### src/logic/sportPkg.sv
package sportPkg;

  // ~~~~~~~~~~~~~~~~~~~~~~~~~~~~~~~~~~~~~~
  // Register map
  // ~~~~~~~~~~~~~~~~~~~~~~~~~~~~~~~~~~~~~~
  typedef enum logic [1:0] {
    RegCtrl   = 2'd0,  // Control bits
    RegClkDiv = 2'd1,  // Bit clock divider
    RegFsDiv  = 2'd2,  // Frame period in bits, minus one
    RegTxData = 2'd3   // Transmit word
  } sportRegAddr;

  typedef enum logic {
    ShiftIdle = 1'b0,
    ShiftBusy = 1'b1
  } shiftState;

  // ~~~~~~~~~~~~~~~~~~~~~~~~~~~~~~~~~~~~~~
  // Field widths
  // ~~~~~~~~~~~~~~~~~~~~~~~~~~~~~~~~~~~~~~
  localparam int DivWidth = 16;
  localparam int LenWidth = 4;   // Word length is field + 1
  localparam int DlyWidth = 2;

  // Control register layout
  localparam int CtrlEnableBit  = 0;
  localparam int CtrlSclkInvBit = 1;
  localparam int CtrlFsInvBit   = 2;
  localparam int CtrlFsWideBit  = 3;
  localparam int CtrlDelayLsb   = 4;
  localparam int CtrlLenLsb     = 8;

endpackage

### src/logic/sportCfgIf.sv
`timescale 1ns/1ps

interface sportCfgIf #(
  parameter int DataWidth = 16
);
  import sportPkg::*;

  logic                 enable;
  logic                 sclkInvert;
  logic                 fsInvert;
  logic                 fsWide;
  logic [DlyWidth-1:0]  fsDelay;
  logic [LenWidth-1:0]  wordLen;
  logic [DivWidth-1:0]  clkDiv;
  logic [DivWidth-1:0]  fsDiv;
  logic [DataWidth-1:0] txWord;
  logic                 txPending;  // Word written, not yet loaded
  logic                 txTake;

  modport regs (
    output enable, sclkInvert, fsInvert, fsWide, fsDelay, wordLen,
    output clkDiv, fsDiv, txWord, txPending,
    input  txTake
  );

  modport gen (
    input enable, sclkInvert, fsInvert, fsWide, fsDelay, wordLen, clkDiv, fsDiv
  );

  modport shift (
    input  enable, wordLen, txWord, txPending,
    output txTake
  );

endinterface

### src/logic/sportCfgRegs.sv
`timescale 1ns/1ps

module sportCfgRegs #(
  parameter int DataWidth = 16
) (
  input  logic                  SCLKg2,
  input  logic                  RST,
  input  logic                  cfgWe,
  input  sportPkg::sportRegAddr cfgAddr,
  input  logic [DataWidth-1:0]  cfgWdata,
  sportCfgIf.regs               cfg
);
  import sportPkg::*;

  logic txWrite;

  assign txWrite = cfgWe && (cfgAddr == RegTxData);

  // ~~~~~~~~~~~~~~~~~~~~~~~~~~~~~~~~~~~~~~
  // Register writes
  // ~~~~~~~~~~~~~~~~~~~~~~~~~~~~~~~~~~~~~~
  always_ff @(posedge SCLKg2 or posedge RST) begin
    if (RST) begin
      cfg.enable     <= 1'b0;
      cfg.sclkInvert <= 1'b0;
      cfg.fsInvert   <= 1'b0;
      cfg.fsWide     <= 1'b0;
      cfg.fsDelay    <= '0;
      cfg.wordLen    <= '0;
      cfg.clkDiv     <= '0;
      cfg.fsDiv      <= '0;
      cfg.txWord     <= '0;
    end else if (cfgWe) begin
      case (cfgAddr)
        RegCtrl: begin
          cfg.enable     <= cfgWdata[CtrlEnableBit];
          cfg.sclkInvert <= cfgWdata[CtrlSclkInvBit];
          cfg.fsInvert   <= cfgWdata[CtrlFsInvBit];
          cfg.fsWide     <= cfgWdata[CtrlFsWideBit];
          cfg.fsDelay    <= cfgWdata[CtrlDelayLsb +: DlyWidth];
          cfg.wordLen    <= cfgWdata[CtrlLenLsb +: LenWidth];
        end
        RegClkDiv: begin
          cfg.clkDiv <= cfgWdata[DivWidth-1:0];
        end
        RegFsDiv: begin
          cfg.fsDiv <= cfgWdata[DivWidth-1:0];
        end
        RegTxData: begin
          cfg.txWord <= cfgWdata;
        end
      endcase
    end
  end

  // Pending flag, a fresh write beats the shifter taking the old word
  always_ff @(posedge SCLKg2 or posedge RST) begin
    if (RST) begin
      cfg.txPending <= 1'b0;
    end else if (txWrite) begin
      cfg.txPending <= 1'b1;
    end else if (cfg.txTake) begin
      cfg.txPending <= 1'b0;
    end
  end

  cfgAddrKnown: assert property (
    @(posedge SCLKg2) disable iff (RST)
    cfgWe |-> !$isunknown(cfgAddr)
  ) else $error("cfgAddr unknown during a register write");

endmodule

### src/logic/sportFrameGen.sv
`timescale 1ns/1ps

module sportFrameGen (
  input  logic   SCLKg2,
  input  logic   RST,
  sportCfgIf.gen cfg,
  output logic   bitTick,
  output logic   frameStart,
  output logic   sclkOut,
  output logic   fsOut
);
  import sportPkg::*;

  logic [DivWidth-1:0] divCnt;
  logic                divMatch;
  logic                sclkInt;
  logic [DivWidth-1:0] fsCnt;
  logic                fsSet;
  logic                fsInt;
  logic                fsIntNext;
  logic [LenWidth-1:0] widthCnt;
  logic [2:0]          dlyLine;
  logic                fsDly;
  logic                fsDlyNext;

  // ~~~~~~~~~~~~~~~~~~~~~~~~~~~~~~~~~~~~~~
  // Bit clock divider
  // ~~~~~~~~~~~~~~~~~~~~~~~~~~~~~~~~~~~~~~
  assign divMatch = (divCnt >= cfg.clkDiv);
  assign bitTick  = cfg.enable && divMatch && !sclkInt;  // Bit clock rises at this edge

  always_ff @(posedge SCLKg2 or posedge RST) begin
    if (RST) begin
      divCnt  <= '0;
      sclkInt <= 1'b0;
    end else if (!cfg.enable) begin
      divCnt  <= '0;
      sclkInt <= 1'b0;
    end else if (divMatch) begin
      divCnt  <= '0;
      sclkInt <= !sclkInt;
    end else begin
      divCnt <= divCnt + 1'b1;
    end
  end

  assign sclkOut = sclkInt ^ cfg.sclkInvert;

  // ~~~~~~~~~~~~~~~~~~~~~~~~~~~~~~~~~~~~~~
  // Frame counter and sync width
  // ~~~~~~~~~~~~~~~~~~~~~~~~~~~~~~~~~~~~~~
  assign fsSet = (fsCnt >= cfg.fsDiv);

  always_comb begin
    fsIntNext = fsInt;
    if (fsSet) begin
      fsIntNext = 1'b1;
    end else if (fsInt && (widthCnt == '0)) begin
      fsIntNext = 1'b0;  // Last bit of the sync
    end
  end

  always_ff @(posedge SCLKg2 or posedge RST) begin
    if (RST) begin
      fsCnt    <= '0;
      fsInt    <= 1'b0;
      widthCnt <= '0;
      dlyLine  <= '0;
    end else if (!cfg.enable) begin
      fsCnt    <= cfg.fsDiv;  // First tick after enable opens a frame
      fsInt    <= 1'b0;
      widthCnt <= '0;
      dlyLine  <= '0;
    end else if (bitTick) begin
      fsCnt   <= fsSet ? '0 : fsCnt + 1'b1;
      fsInt   <= fsIntNext;
      dlyLine <= {dlyLine[1:0], fsInt};
      if (fsSet) begin
        widthCnt <= cfg.fsWide ? cfg.wordLen : '0;
      end else if (widthCnt != '0) begin
        widthCnt <= widthCnt - 1'b1;
      end
    end
  end

  // ~~~~~~~~~~~~~~~~~~~~~~~~~~~~~~~~~~~~~~
  // Sync delay and frame start
  // ~~~~~~~~~~~~~~~~~~~~~~~~~~~~~~~~~~~~~~
  assign fsDly = (cfg.fsDelay == 2'd0) ? fsInt :
                 (cfg.fsDelay == 2'd1) ? dlyLine[0] :
                 (cfg.fsDelay == 2'd2) ? dlyLine[1] : dlyLine[2];

  // Same tap one tick ahead, so the start lines up with the sync edge
  assign fsDlyNext = (cfg.fsDelay == 2'd0) ? fsIntNext :
                     (cfg.fsDelay == 2'd1) ? fsInt :
                     (cfg.fsDelay == 2'd2) ? dlyLine[0] : dlyLine[1];

  assign frameStart = bitTick && fsDlyNext && !fsDly;
  assign fsOut      = fsDly ^ cfg.fsInvert;

  // Lookahead tap agrees with the delay line once a frame opens
  frameRaisesSync: assert property (
    @(posedge SCLKg2) disable iff (RST)
    frameStart |=> (fsDly || !cfg.enable || !$stable(cfg.fsDelay))
  ) else $error("delayed sync still low after frameStart");

endmodule

### src/logic/sportShifter.sv
`timescale 1ns/1ps

module sportShifter #(
  parameter int DataWidth = 16
) (
  input  logic                 SCLKg2,
  input  logic                 RST,
  sportCfgIf.shift             cfg,
  input  logic                 bitTick,
  input  logic                 frameStart,
  input  logic                 rxd,
  output logic                 txd,
  output logic [DataWidth-1:0] rxWord,
  output logic                 rxValid
);
  import sportPkg::*;

  shiftState            state;
  logic [LenWidth-1:0]  bitCnt;
  logic [DataWidth-1:0] txShift;
  logic [DataWidth-1:0] rxShift;
  logic [DataWidth-1:0] loadWord;
  logic                 busyTick;
  logic                 lastTick;
  logic                 loadNow;

  assign busyTick = (state == ShiftBusy) && bitTick;
  assign lastTick = busyTick && (bitCnt == '0);

  // A new frame may open on the tick that closes the previous word
  assign loadNow    = cfg.enable && frameStart && ((state == ShiftIdle) || lastTick);
  assign cfg.txTake = loadNow;

  // Left-align so the word's MSB sits at the top of the shifter
  assign loadWord = (cfg.txPending ? cfg.txWord : '0) << (DataWidth - 1 - int'(cfg.wordLen));

  assign txd = (state == ShiftBusy) && txShift[DataWidth-1];

  // ~~~~~~~~~~~~~~~~~~~~~~~~~~~~~~~~~~~~~~
  // Word FSM and shift registers
  // ~~~~~~~~~~~~~~~~~~~~~~~~~~~~~~~~~~~~~~
  always_ff @(posedge SCLKg2 or posedge RST) begin
    if (RST) begin
      state   <= ShiftIdle;
      bitCnt  <= '0;
      txShift <= '0;
      rxShift <= '0;
    end else if (!cfg.enable) begin
      state   <= ShiftIdle;
      bitCnt  <= '0;
      txShift <= '0;
      rxShift <= '0;
    end else if (loadNow) begin
      state   <= ShiftBusy;
      bitCnt  <= cfg.wordLen;
      txShift <= loadWord;
      rxShift <= '0;  // Keeps the received word right-justified
    end else if (busyTick) begin
      txShift <= txShift << 1;
      rxShift <= {rxShift[DataWidth-2:0], rxd};  // Sample at the end of each bit
      if (lastTick) begin
        state <= ShiftIdle;
      end else begin
        bitCnt <= bitCnt - 1'b1;
      end
    end
  end

  // Completed word
  always_ff @(posedge SCLKg2 or posedge RST) begin
    if (RST) begin
      rxWord  <= '0;
      rxValid <= 1'b0;
    end else begin
      rxValid <= lastTick;
      if (lastTick) begin
        rxWord <= {rxShift[DataWidth-2:0], rxd};
      end
    end
  end

  rxValidPulse: assert property (
    @(posedge SCLKg2) disable iff (RST)
    rxValid |=> !rxValid
  ) else $error("rxValid held for more than one cycle");

endmodule

### src/logic/sportTop.sv
`timescale 1ns/1ps

module sportTop #(
  parameter int DataWidth = 16
) (
  input  logic                 SCLKg2,
  input  logic                 RST,
  input  logic                 cfgWe,
  input  logic [1:0]           cfgAddr,
  input  logic [DataWidth-1:0] cfgWdata,
  output logic                 sclkOut,
  output logic                 fsOut,
  output logic                 txd,
  input  logic                 rxd,
  output logic [DataWidth-1:0] rxWord,
  output logic                 rxValid
);
  import sportPkg::*;

  logic bitTick;
  logic frameStart;  // Always on a bitTick

  sportCfgIf #(.DataWidth(DataWidth)) cfgIf ();

  sportCfgRegs #(.DataWidth(DataWidth)) uRegs (
    .SCLKg2   (SCLKg2),
    .RST      (RST),
    .cfgWe    (cfgWe),
    .cfgAddr  (sportRegAddr'(cfgAddr)),
    .cfgWdata (cfgWdata),
    .cfg      (cfgIf)
  );

  sportFrameGen uFrameGen (
    .SCLKg2     (SCLKg2),
    .RST        (RST),
    .cfg        (cfgIf),
    .bitTick    (bitTick),
    .frameStart (frameStart),
    .sclkOut    (sclkOut),
    .fsOut      (fsOut)
  );

  sportShifter #(.DataWidth(DataWidth)) uShifter (
    .SCLKg2     (SCLKg2),
    .RST        (RST),
    .cfg        (cfgIf),
    .bitTick    (bitTick),
    .frameStart (frameStart),
    .rxd        (rxd),
    .txd        (txd),
    .rxWord     (rxWord),
    .rxValid    (rxValid)
  );

endmodule

### config.mk
export PLATFORM = sky130hd
export DESIGN_NAME = sportTop
export DESIGN_NICKNAME = d
export VERILOG_FILES = /design/src/logic/sportPkg.sv /design/src/logic/sportCfgIf.sv /design/src/logic/sportCfgRegs.sv /design/src/logic/sportFrameGen.sv /design/src/logic/sportShifter.sv /design/src/logic/sportTop.sv
export SDC_FILE = /design/constraint.sdc
export NUM_CORES = 1
export LEC_CHECK = 0
export ABC_AREA = 1
export BUFFER_PORTS_ARGS = -buffer_cell sky130_fd_sc_hd__buf_2
export CAP_MARGIN = 30
export CORE_ASPECT_RATIO = 1.1
export CORE_MARGIN = 2
export CORE_UTILIZATION = 25
export DETAILED_ROUTE_END_ITERATION = 12
export PLACE_DENSITY_LB_ADDON = 0.1
export SLEW_MARGIN = 20
export SYNTH_ARGS = -nofsm -noshare
export SYNTH_HDL_FRONTEND = slang
export SYNTH_SLANG_ARGS = --single-unit
### constraint.sdc
create_clock -name SCLKg2 -period 4.7 [get_ports SCLKg2]
set_clock_uncertainty 0.2 [all_clocks]
set_input_delay 0.235 -clock SCLKg2 [delete_from_list [all_inputs] [get_ports SCLKg2]]
set_output_delay 0.235 -clock SCLKg2 [all_outputs]
set_load 0.03 [all_outputs]
# Yosys cells after proc, flatten, opt, wreduce, memory -nomap -nowiden
# Index checks and enable logic that the tools add are counted.
# word_totals
elab_cells	112
reg_bits	153
output_inout_bits	20
input_bits	22
# op_classes
n_shift	1
add_sub_neg	5
mux	41
n_reduce_logical	27
magnitude_cmp	2
bitwise_logic	3
eq_ne	11
# ops
op	count
$mux W16	9
$mux W15	3
$mux W4	9
$add A16 B1 Y16 const B	2
$ge A16 B16 Y1	2
$shl A16 B32 Y16	1
$mux W1	18
$reduce_and A2 Y1	7
$logic_and A1 B1 Y1	11
$logic_not A4 Y1	2
$sub A4 B1 Y4 const B	2
$eq A2 B2 Y1 const B	3
$mux W3	2
$ne A3 B2 Y1 const B	2
$sub A4 B4 Y5 const A	1
$eq A2 B1 Y1 const B	2
$logic_not A2 Y1	2
$ne A2 B1 Y1 const B	2
$reduce_bool A4 Y1	1
$ne A3 B1 Y1 const B	1
$ne A3 B3 Y1 const B	1
$logic_not A1 Y1	2
$reduce_bool A2 Y1	1
$xor A1 B1 Y1	2
other kinds (2)	2

# Logic depth before layout (Yosys ltp)
# Gate-level depths: netlist of run 1.
# logic_depth
word_depth	11
depth_mapped	19
ltp_nobuf	18

# By module
# Synthesis of run 1 repeated with hierarchy kept, for this count alone.
# unflattened
hier_cells	1123
hier_area_um2	8793.4
# by_module_without_submodules
mod	area_per_inst_um2	seq_area_each_um2	instances	cells_each
sportFrameGen	3350.7	1026.0	1	466
sportShifter	2925.3	1326.3	1	393
sportCfgRegs	2517.4	1476.4	1	264

# Least setup slack after synthesis of run 1
# Ideal clock, no wire load.
# synth_path
path_type	register to register
startpoint	register uFrameGen.divCnt[7]
endpoint	register uFrameGen.fsCnt[2]
period_less_slack_ns	2.225
arrival_ns	1.883
setup_ns	0.142
slack_ns	2.475
path_buffers	2
required_ns	4.358
stages_incl_launch_ff	13
cell_sequence	dfrtp_1 > ha_1 > a21o_1 > nor2_1 > nand2_1 > nand2_1 > nand3_2 > nand2_4 > inv_2 > nor2_2 > buf_4 > buf_4 > o221ai_1
# synth_via
elab_chain_cells	4
# synth_rtl
element	line	rtl
start, declared	sportFrameGen.sv:14	logic [DivWidth-1:0] divCnt;
start signal, assigned	sportFrameGen.sv:43	divCnt <= divCnt + 1'b1;
$ge A16 B16 Y1	sportFrameGen.sv:29	assign divMatch = (divCnt >= cfg.clkDiv);
$logic_and A1 B1 Y1 (2 in series)	sportFrameGen.sv:30	assign bitTick = cfg.enable && divMatch && !sclkInt;
$ne A2 B1 Y1 (no source line)	--	
end signal, assigned	sportFrameGen.sv:70	fsCnt <= cfg.fsDiv;
end signal, assigned	sportFrameGen.sv:75	fsCnt <= fsSet ? '0 : fsCnt + 1'b1;
end, declared	sportFrameGen.sv:17	logic [DivWidth-1:0] fsCnt;
# No other way between the ends.
# A chain may end at the register's enable or synchronous reset.

# Final worst setup path of run 1
# layout_path
startpoint	register uFrameGen.divCnt[11]
endpoint	register uShifter.txShift[0]
# layout_via
elab_chain_cells	9
word_cells_on_any_way	13
cone_classes	order compare (1); eq/ne (1); mux (2); reduce/logical (9)
# layout_rtl
element	line	rtl
$ge A16 B16 Y1 (*)	sportFrameGen.sv:29	
$logic_and A1 B1 Y1 (*) (2 in series)	sportFrameGen.sv:30	
$logic_and A1 B1 Y1 (on tied branches)	sportFrameGen.sv:98, sportShifter.sv:27	
$logic_and A1 B1 Y1 (on tied branches)	sportFrameGen.sv:98, sportShifter.sv:28	
$logic_and A1 B1 Y1 / $logic_or A1 B1 Y1 (equally long branches)	sportShifter.sv:31	assign loadNow = cfg.enable && frameStart && ((state == ShiftIdle) || lastTick);
$logic_and A1 B1 Y1	sportShifter.sv:31	
$mux W16	sportShifter.sv:53	end else if (loadNow) begin
$mux W16	sportShifter.sv:48	end else if (!cfg.enable) begin
end signal, assigned	sportShifter.sv:56	txShift <= loadWord;
end signal, assigned	sportShifter.sv:59	txShift <= txShift << 1;
end, declared	sportShifter.sv:20	logic [DataWidth-1:0] txShift;
# Every way passes the cells marked *; elsewhere a longest branch is shown, timed or not.

==> results of run 1 <==
-- flip-flops by register name (all words and copies together), names as in the netlist --
register / flops
uRegs.cfg.fsInvert: 1
uFrameGen.divCnt: 16
uRegs.cfg.txWord: 16
uRegs.cfg.fsDiv: 16
uRegs.cfg.wordLen: 4
uFrameGen.sclkInt: 1
uRegs.cfg.clkDiv: 16
uRegs.cfg.enable: 1
uRegs.cfg.fsDelay: 2
uRegs.cfg.fsWide: 1
uRegs.cfg.txPending: 1
uFrameGen.fsInt: 1
uFrameGen.fsCnt: 16
uFrameGen.dlyLine: 3
uShifter.rxShift: 15
uFrameGen.widthCnt: 4
uShifter.rxValid: 1
uShifter.rxWord: 16
uShifter.txShift: 16
uRegs.cfg.sclkInvert: 1
uShifter.bitCnt: 4
uShifter.state: 1
-- report_power, final --
part / internal [uW] / total, uW / leakage, uW / switching [uW]
sequential: 1480 / 1670 / 0.00200 / 190
combinational: 383 / 1060 / 0.00257 / 677
clock: 864 / 1500 / 0.000300 / 632
-- area by class of cell --
cell class              instances  area [um^2]
clock buffers                  18          439
flip-flops and latches        153         3830
well taps                     432          541
inverters                     132          503
fillers                      3656        23500
multi-input cells             775         3950
repair buffers                 63          432
clock inverters                14          186
-- worst min path at each step --
stage / startpoint / endpoint / slack (ps) / depth (start not counted)
floorplan: rxd / uShifter.rxWord[0]$_DFFE_PP0P_ / 150 / 2
detailed placement: uShifter.txShift[0]$_DFFE_PP0P_ / uShifter.txShift[0]$_DFFE_PP0P_ / 260 / 2
global route: cfgWdata[2] / uRegs.cfg.fsDiv[2]$_DFFE_PP0P_ / 30 / 3
global placement: RST / uShifter.txShift[9]$_DFFE_PP0P_ / 260 / 2
finish: cfgWdata[3] / uRegs.cfg.fsDiv[3]$_DFFE_PP0P_ / 9 / 3
CTS: cfgWdata[2] / uRegs.cfg.clkDiv[2]$_DFFE_PP0P_ / 4 / 3
-- placed cells by master, fill, tap and decap left out, drive strengths merged --
cell type / synthesis / routed
nand2: 347 / 347
dfrtp: 153 / 153
inv: 131 / 136
o21ai: 115 / 115
nand3: 80 / 80
nor2: 51 / 51
buf: 26 / 51
a21oi: 41 / 41
ha: 37 / 37
nand4: 24 / 24
clkbuf: 24 / 18
o211ai: 17 / 17
nor3: 13 / 13
dlygate4sd3: 0 / 12
o221ai: 10 / 10
xor2: 7 / 7
nand3b: 7 / 7
or2: 6 / 6
xnor2: 5 / 5
o22ai: 5 / 5
clkinv: 1 / 5
nor3b: 3 / 3
bufinv: 0 / 3
a31o: 2 / 2
a22oi: 2 / 2
clkinvlp: 0 / 2
o21bai: 2 / 2
a21o: 1 / 1
-- per-stage QoR --
step,hold WS (ps),power (uW),area (um^2),util [%]
final,9.00,4230,9880,29.6
after global routing,29.5,4550,9880,29.6
after CTS,4.01,4310,9870,29.6
after detailed placement,265,2770,9120,27.3
after global placement,263,2770,9090,27.2
after floorplan,152,2440,8510,-
-- per-layer routing --
layer / share of wire, % / track usage, %
met1: 52 / 19.5
met2: 44 / 21.6
met3: 2.6 / 2.16
met4: 1.4 / 4.07
met5: 0 / 0
-- logic make-up (layout without fill, tap and decap cells) --
logic type	count (synthesis)	after routing	share of synthesized area [%]
buf+inv	182	227	8.61
simple gates	531	531	26.9
flops	153	153	45.0
compound gates	195	195	12.9
fa+ha+maj	37	37	5.44
xor+xnor	12	12	1.23
-- worst reg2reg max path: stages (launching register included) --
cell and delay [ps]:
dfrtp_1 410, ha_1 310, nand2_1 70, inv_2 50, nand3_1 60, nor2_1 170
nand3_1 140, nand3_2 130, nand2_4 140, o21bai_4 480, nand2_4 360, nand2_2 420
nor2_4 130, nand2_1 90, nand2_1 50
==> results.toml, run 1 <==
[worst_hold_path]
min_path_type = "primary input to flip-flop"

[routing]
dr.pass1.iters = 5
num_vias = 7098
first_iter_violations = 481
drt_wl_total_um = 23500
route.detailed.drc = 0
ant_nets = 0
via_per_inst = 4.47
wl_per_cell_um = 14.8

[place]
gp_congestion = 0.729
dp_hpwl_um = 16100
pre_cts_slack_ps = 1370
numPortBuffers = 41
dp.cells = 1542

[clock_tree]
cts_tree = "yes"
cts-root-buf = "clkbuf_16"
ctsResizeCount = 0
cts_hold_buf = 12
cts_setup_buffers = 0
cts_sinks = 153
clk_path_buf_depth = 2
clk_latency_ps = 440
htree_levels = 4
clkSlewWorstSetupHoldPaths_ps = 70
cts_buffers = 17

[synthesis]
ys_ff_latch = 153
synth-seq-area-share_pct = 45.0
yosysTopAreaCellShare_pct = 45.0
synth_area_mm2 = 0.00851
ys_top_cells_by_area = "dfrtp_1 (45%), nand2_1 (15%), o21ai_0 (6.8%)"
yosysWarnings = 0
synth_commonest_cells = "nand2_1 (343), dfrtp_1 (153), inv_1 (126)"
ys.flop_type = "dfrtp_1"
synthCells = 1110
synth_nets = 1169
yosys.area.top_type = "dfrtp_1"
synth_edf_count = 0
async_reset_ff_share_pct = 100
syn_area_per_cell_um2 = 7.67
post-synth-top-count-cell = "nand2_1"
synth_cell_types = 37

[critical_path]
endpoint_kind = "flip-flop"
critPathBufInv = 1
reg2reg_to = "uShifter.txShift[0]$_DFFE_PP0P_"
rr_startpoint = "uFrameGen.divCnt[11]$_DFF_PP0_"
timing.critical_path.from = "uFrameGen.divCnt[11]$_DFF_PP0_"
max_stage_delay_ps = 470
critPathKind = "flip-flop to flip-flop"
crit_chain = "ha_1, nand2_1, inv_2, nand3_1, nor2_1, nand3_1, nand3_2, nand2_4, o21bai_4, nand2_4, nand2_2, nor2_4, nand2_1, nand2_1"
worstPathMaxFanout = 35
slowest_stage = "o21bai_4"
endpoint = "uShifter.txShift[0]$_DFFE_PP0P_"
reg2reg_slack_ps = 1390
required_ps = 4820
crit_family = "simple AND/OR/NAND/NOR gates"
worstPathArrival_ps = 3430
cp_common_cell = "nand2_1"
startpoint_type = "flip-flop"
reg2regPathDepth = 14
worst-path-stages = 14

[die]
fp.dieW_um = 180
start_util_pct = 25.5
dieHeight_um = 198
core_area_mm2 = 0.0334
pin_count = 42
std_cell_rows = 70
dieArea_mm2 = 0.0355

[global_route]
grt_max_degree = 80
grt_pass1_vias = 7114
grt_usage_pct = 13.8
antenna_found_initial = 1
grt_pass1_wl_um = 39000
gr-total-overflow = 0

[timing]
rsz0062_at_grt = "no"
slew_viol_final = 0
fin_crit_ps = 3310
finalSetupTns_ps = 0
finalHoldViolCount = 0
fin_crit_sh_pct = 70.4
relSlewSlack_pct = 43.4
worstMarginPinSlew_ps = 850
setup_viol = 0
worst_slack_ps = 1390
fmax_ghz = 0.302

[layout]
fin_nets = 1201
layout-drive-gt1-share_pct = 9.52
areaGrowthSynthToFinish_pct = 16.1
antenna_cells = 0
final_cell_count_no_fill = 1587

[power_and_ir_drop]
leakage_uw = 0.00487
vdd_ir_drop_max_uv = 237
powerDensity_mw_per_mm2 = 428

[run]
maxCapViolCount = 0

[outcome]
status = "complete, no violations"
No activity file was read; power rests on OpenSTA's default activity.
==> inputs of run 2 (changes only) <==
==> constraint.sdc (replaced) <==
create_clock -name SCLKg2 -period 3.3 [get_ports SCLKg2]
set_clock_uncertainty 0.2 [all_clocks]
set_input_delay 0.165 -clock SCLKg2 [delete_from_list [all_inputs] [get_ports SCLKg2]]
set_output_delay 0.165 -clock SCLKg2 [all_outputs]
set_load 0.03 [all_outputs]
==> run 2 against run 1 <==
The flow now finishes with violations (negative hold slack). Hold slack lost 33 ps. Via count is 0.79% higher. Final cell count increased by 1.3%. Power up 42%. Fmax grew 20%. Register-to-register slack worse by 840 ps. Critical path type unchanged. Combinational power increased by 49%. Worst setup slack worse by 840 ps. Sequential power rose by 41%. Sequential share of layout area down 0.56 points. Sequential cell count did not move. Count of clock-buffer cells in the layout up 2.
==> results.toml, run 2 (synthesized netlist as in run 1, its figures left out) <==
[outcome]
status = "complete, but fails checks"
violations = "negative hold slack"

[routing]
dr.pass1.iters = 4
ant_nets = 0
num_vias = 7154
route.detailed.drc = 0
first_iter_violations = 377
via_per_inst = 4.45
drt_wl_total_um = 23700
wl_per_cell_um = 14.8

[worst_hold_path]
min_path_type = "primary input to flip-flop"
hold-path-endpoint = "uRegs.cfg.fsDiv[3]$_DFFE_PP0P_"
worstHoldStart = "cfgWdata[3]"
min_path_cells = 3

[global_route]
grt_pass1_vias = 7162
grt_usage_pct = 13.9
grt_max_degree = 70
grt_pass1_wl_um = 39300
antenna_found_initial = 0
gr-total-overflow = 0

[clock_tree]
cts_hold_buf = 20
clkSlewWorstSetupHoldPaths_ps = 70
clk_path_buf_depth = 2
ctsResizeCount = 0
cts-root-buf = "clkbuf_16"
clk_latency_ps = 430
htree_levels = 4
cts_tree = "yes"
cts_buffers = 17
cts_setup_buffers = 0
cts_sinks = 153

[layout]
mostFrequentLayoutCells = "nand2_1 (343), dfrtp_1 (153), inv_1 (125)"
fin_nets = 1222
areaGrowthSynthToFinish_pct = 17.8
antenna_cells = 0
layout-drive-gt1-share_pct = 10.3
final_common_cell = "nand2_1"

[critical_path]
required_ps = 3390
startpoint_type = "flip-flop"
worstPathMaxFanout = 15
critPathKind = "flip-flop to flip-flop"
reg2reg_slack_ps = 550
reg2regPathDepth = 11
reg2reg_to = "uFrameGen.fsCnt[10]$_DFFE_PP0P_"
rr_startpoint = "uFrameGen.divCnt[7]$_DFF_PP0_"
worstPathArrival_ps = 2830
endpoint_kind = "flip-flop"

[power_and_ir_drop]
vdd_ir_drop_max_uv = 326
power_uw = 6020
leakage_uw = 0.00495
powerDensity_mw_per_mm2 = 601

[die]
fp.dieW_um = 180
dieArea_mm2 = 0.0355
core_area_mm2 = 0.0334
std_cell_rows = 70
start_util_pct = 25.5
pin_count = 42
dieHeight_um = 198

[place]
gp_congestion = 0.772
dp_hpwl_um = 17000
numPortBuffers = 41

[timing]
relSlewSlack_pct = 48.5
finalHoldViolCount = 4
whs_ps = -23.9
slew_viol_final = 0
rsz0062_at_grt = "no"
setup_viol = 0
worstMarginPinSlew_ps = 771
fmax_ghz = 0.364
finalSetupTns_ps = 0
fin_crit_sh_pct = 83.2
fin_crit_ps = 2750

[run]
maxCapViolCount = 0
## run 2: changes by cell type in the layout (fill, tap and decap cells not counted), sizes merged
cell | before | now
buf | 51 | 64
clkbuf | 18 | 20
inv | 136 | 134
dlygate4sd3 | 12 | 20
clkinv | 5 | 3
clkinvlp | 2 | 4
## run 2: worst max-delay path by stage
stage | startpoint | to | slack (ps)
after global routing | uFrameGen.divCnt[13]$_DFF_PP0_ | uFrameGen.fsCnt[9]$_DFFE_PP0P_ | 290
after global placement | uFrameGen.divCnt[14]$_DFF_PP0_ | uShifter.txShift[2]$_DFFE_PP0P_ | 450
after floorplan | RST | uFrameGen.divCnt[0]$_DFF_PP0_ | 1000
after detailed placement | uFrameGen.divCnt[14]$_DFF_PP0_ | uShifter.txShift[2]$_DFFE_PP0P_ | 490
after CTS | uFrameGen.divCnt[14]$_DFF_PP0_ | uShifter.txShift[2]$_DFFE_PP0P_ | 470
final | uFrameGen.divCnt[7]$_DFF_PP0_ | uFrameGen.fsCnt[10]$_DFFE_PP0P_ | 550
## run 2: final cells by class
| class | count | area [um^2] |
|---|---|---|
| flip-flops and latches | 153 | 3830 |
| inverters | 132 | 502 |
| fillers | 3648 | 23300 |
| clock inverters | 12 | 165 |
| well taps | 432 | 541 |
| clock buffers | 20 | 447 |
| repair buffers | 84 | 591 |
| multi-input cells | 775 | 3950 |
## run 2: through the flow
| step | worst slack [ps] | utilization, % | instances | instance area, um^2 |
|---|---|---|---|---|
| global placement | 446 | 27.6 | 1556 | 9210 |
| detailed placement | 491 | 27.6 | 1556 | 9210 |
| floorplan | 1000 | - | 1110 | 8520 |
| CTS | 466 | 30.0 | 1608 | 10000 |
| finish | 554 | 30.0 | 1608 | 10000 |
| global route | 286 | 30.0 | 1608 | 10000 |
## run 2: critical path: stages (launching register included)
cell and delay, ps:
dfrtp_1 440, ha_1 310, a21o_1 180, nor2_1 90, nand2_1 60, nand2_1 90, nand3_2 110, nand2_4 190
inv_2 90, nor2_2 380, buf_4 300, o221ai_1 140
## run 2: routing by layer
metal	track usage, %	up-vias	wire [um]
met2	23.6	87	11200
li1	-	3725	-
met5	0	-	0
met4	3.67	0	262
met3	2.14	17	520
met1	18.5	3325	11800
## run 2: where the power goes
| part | internal, uW | leakage, uW | switching, uW |
|---|---|---|---|
| Clock | 1220 | 0.000288 | 869 |
| Combinational | 572 | 0.00266 | 1010 |
| Sequential | 2110 | 0.00200 | 232 |
| Total | 3910 | 0.00495 | 2110 |
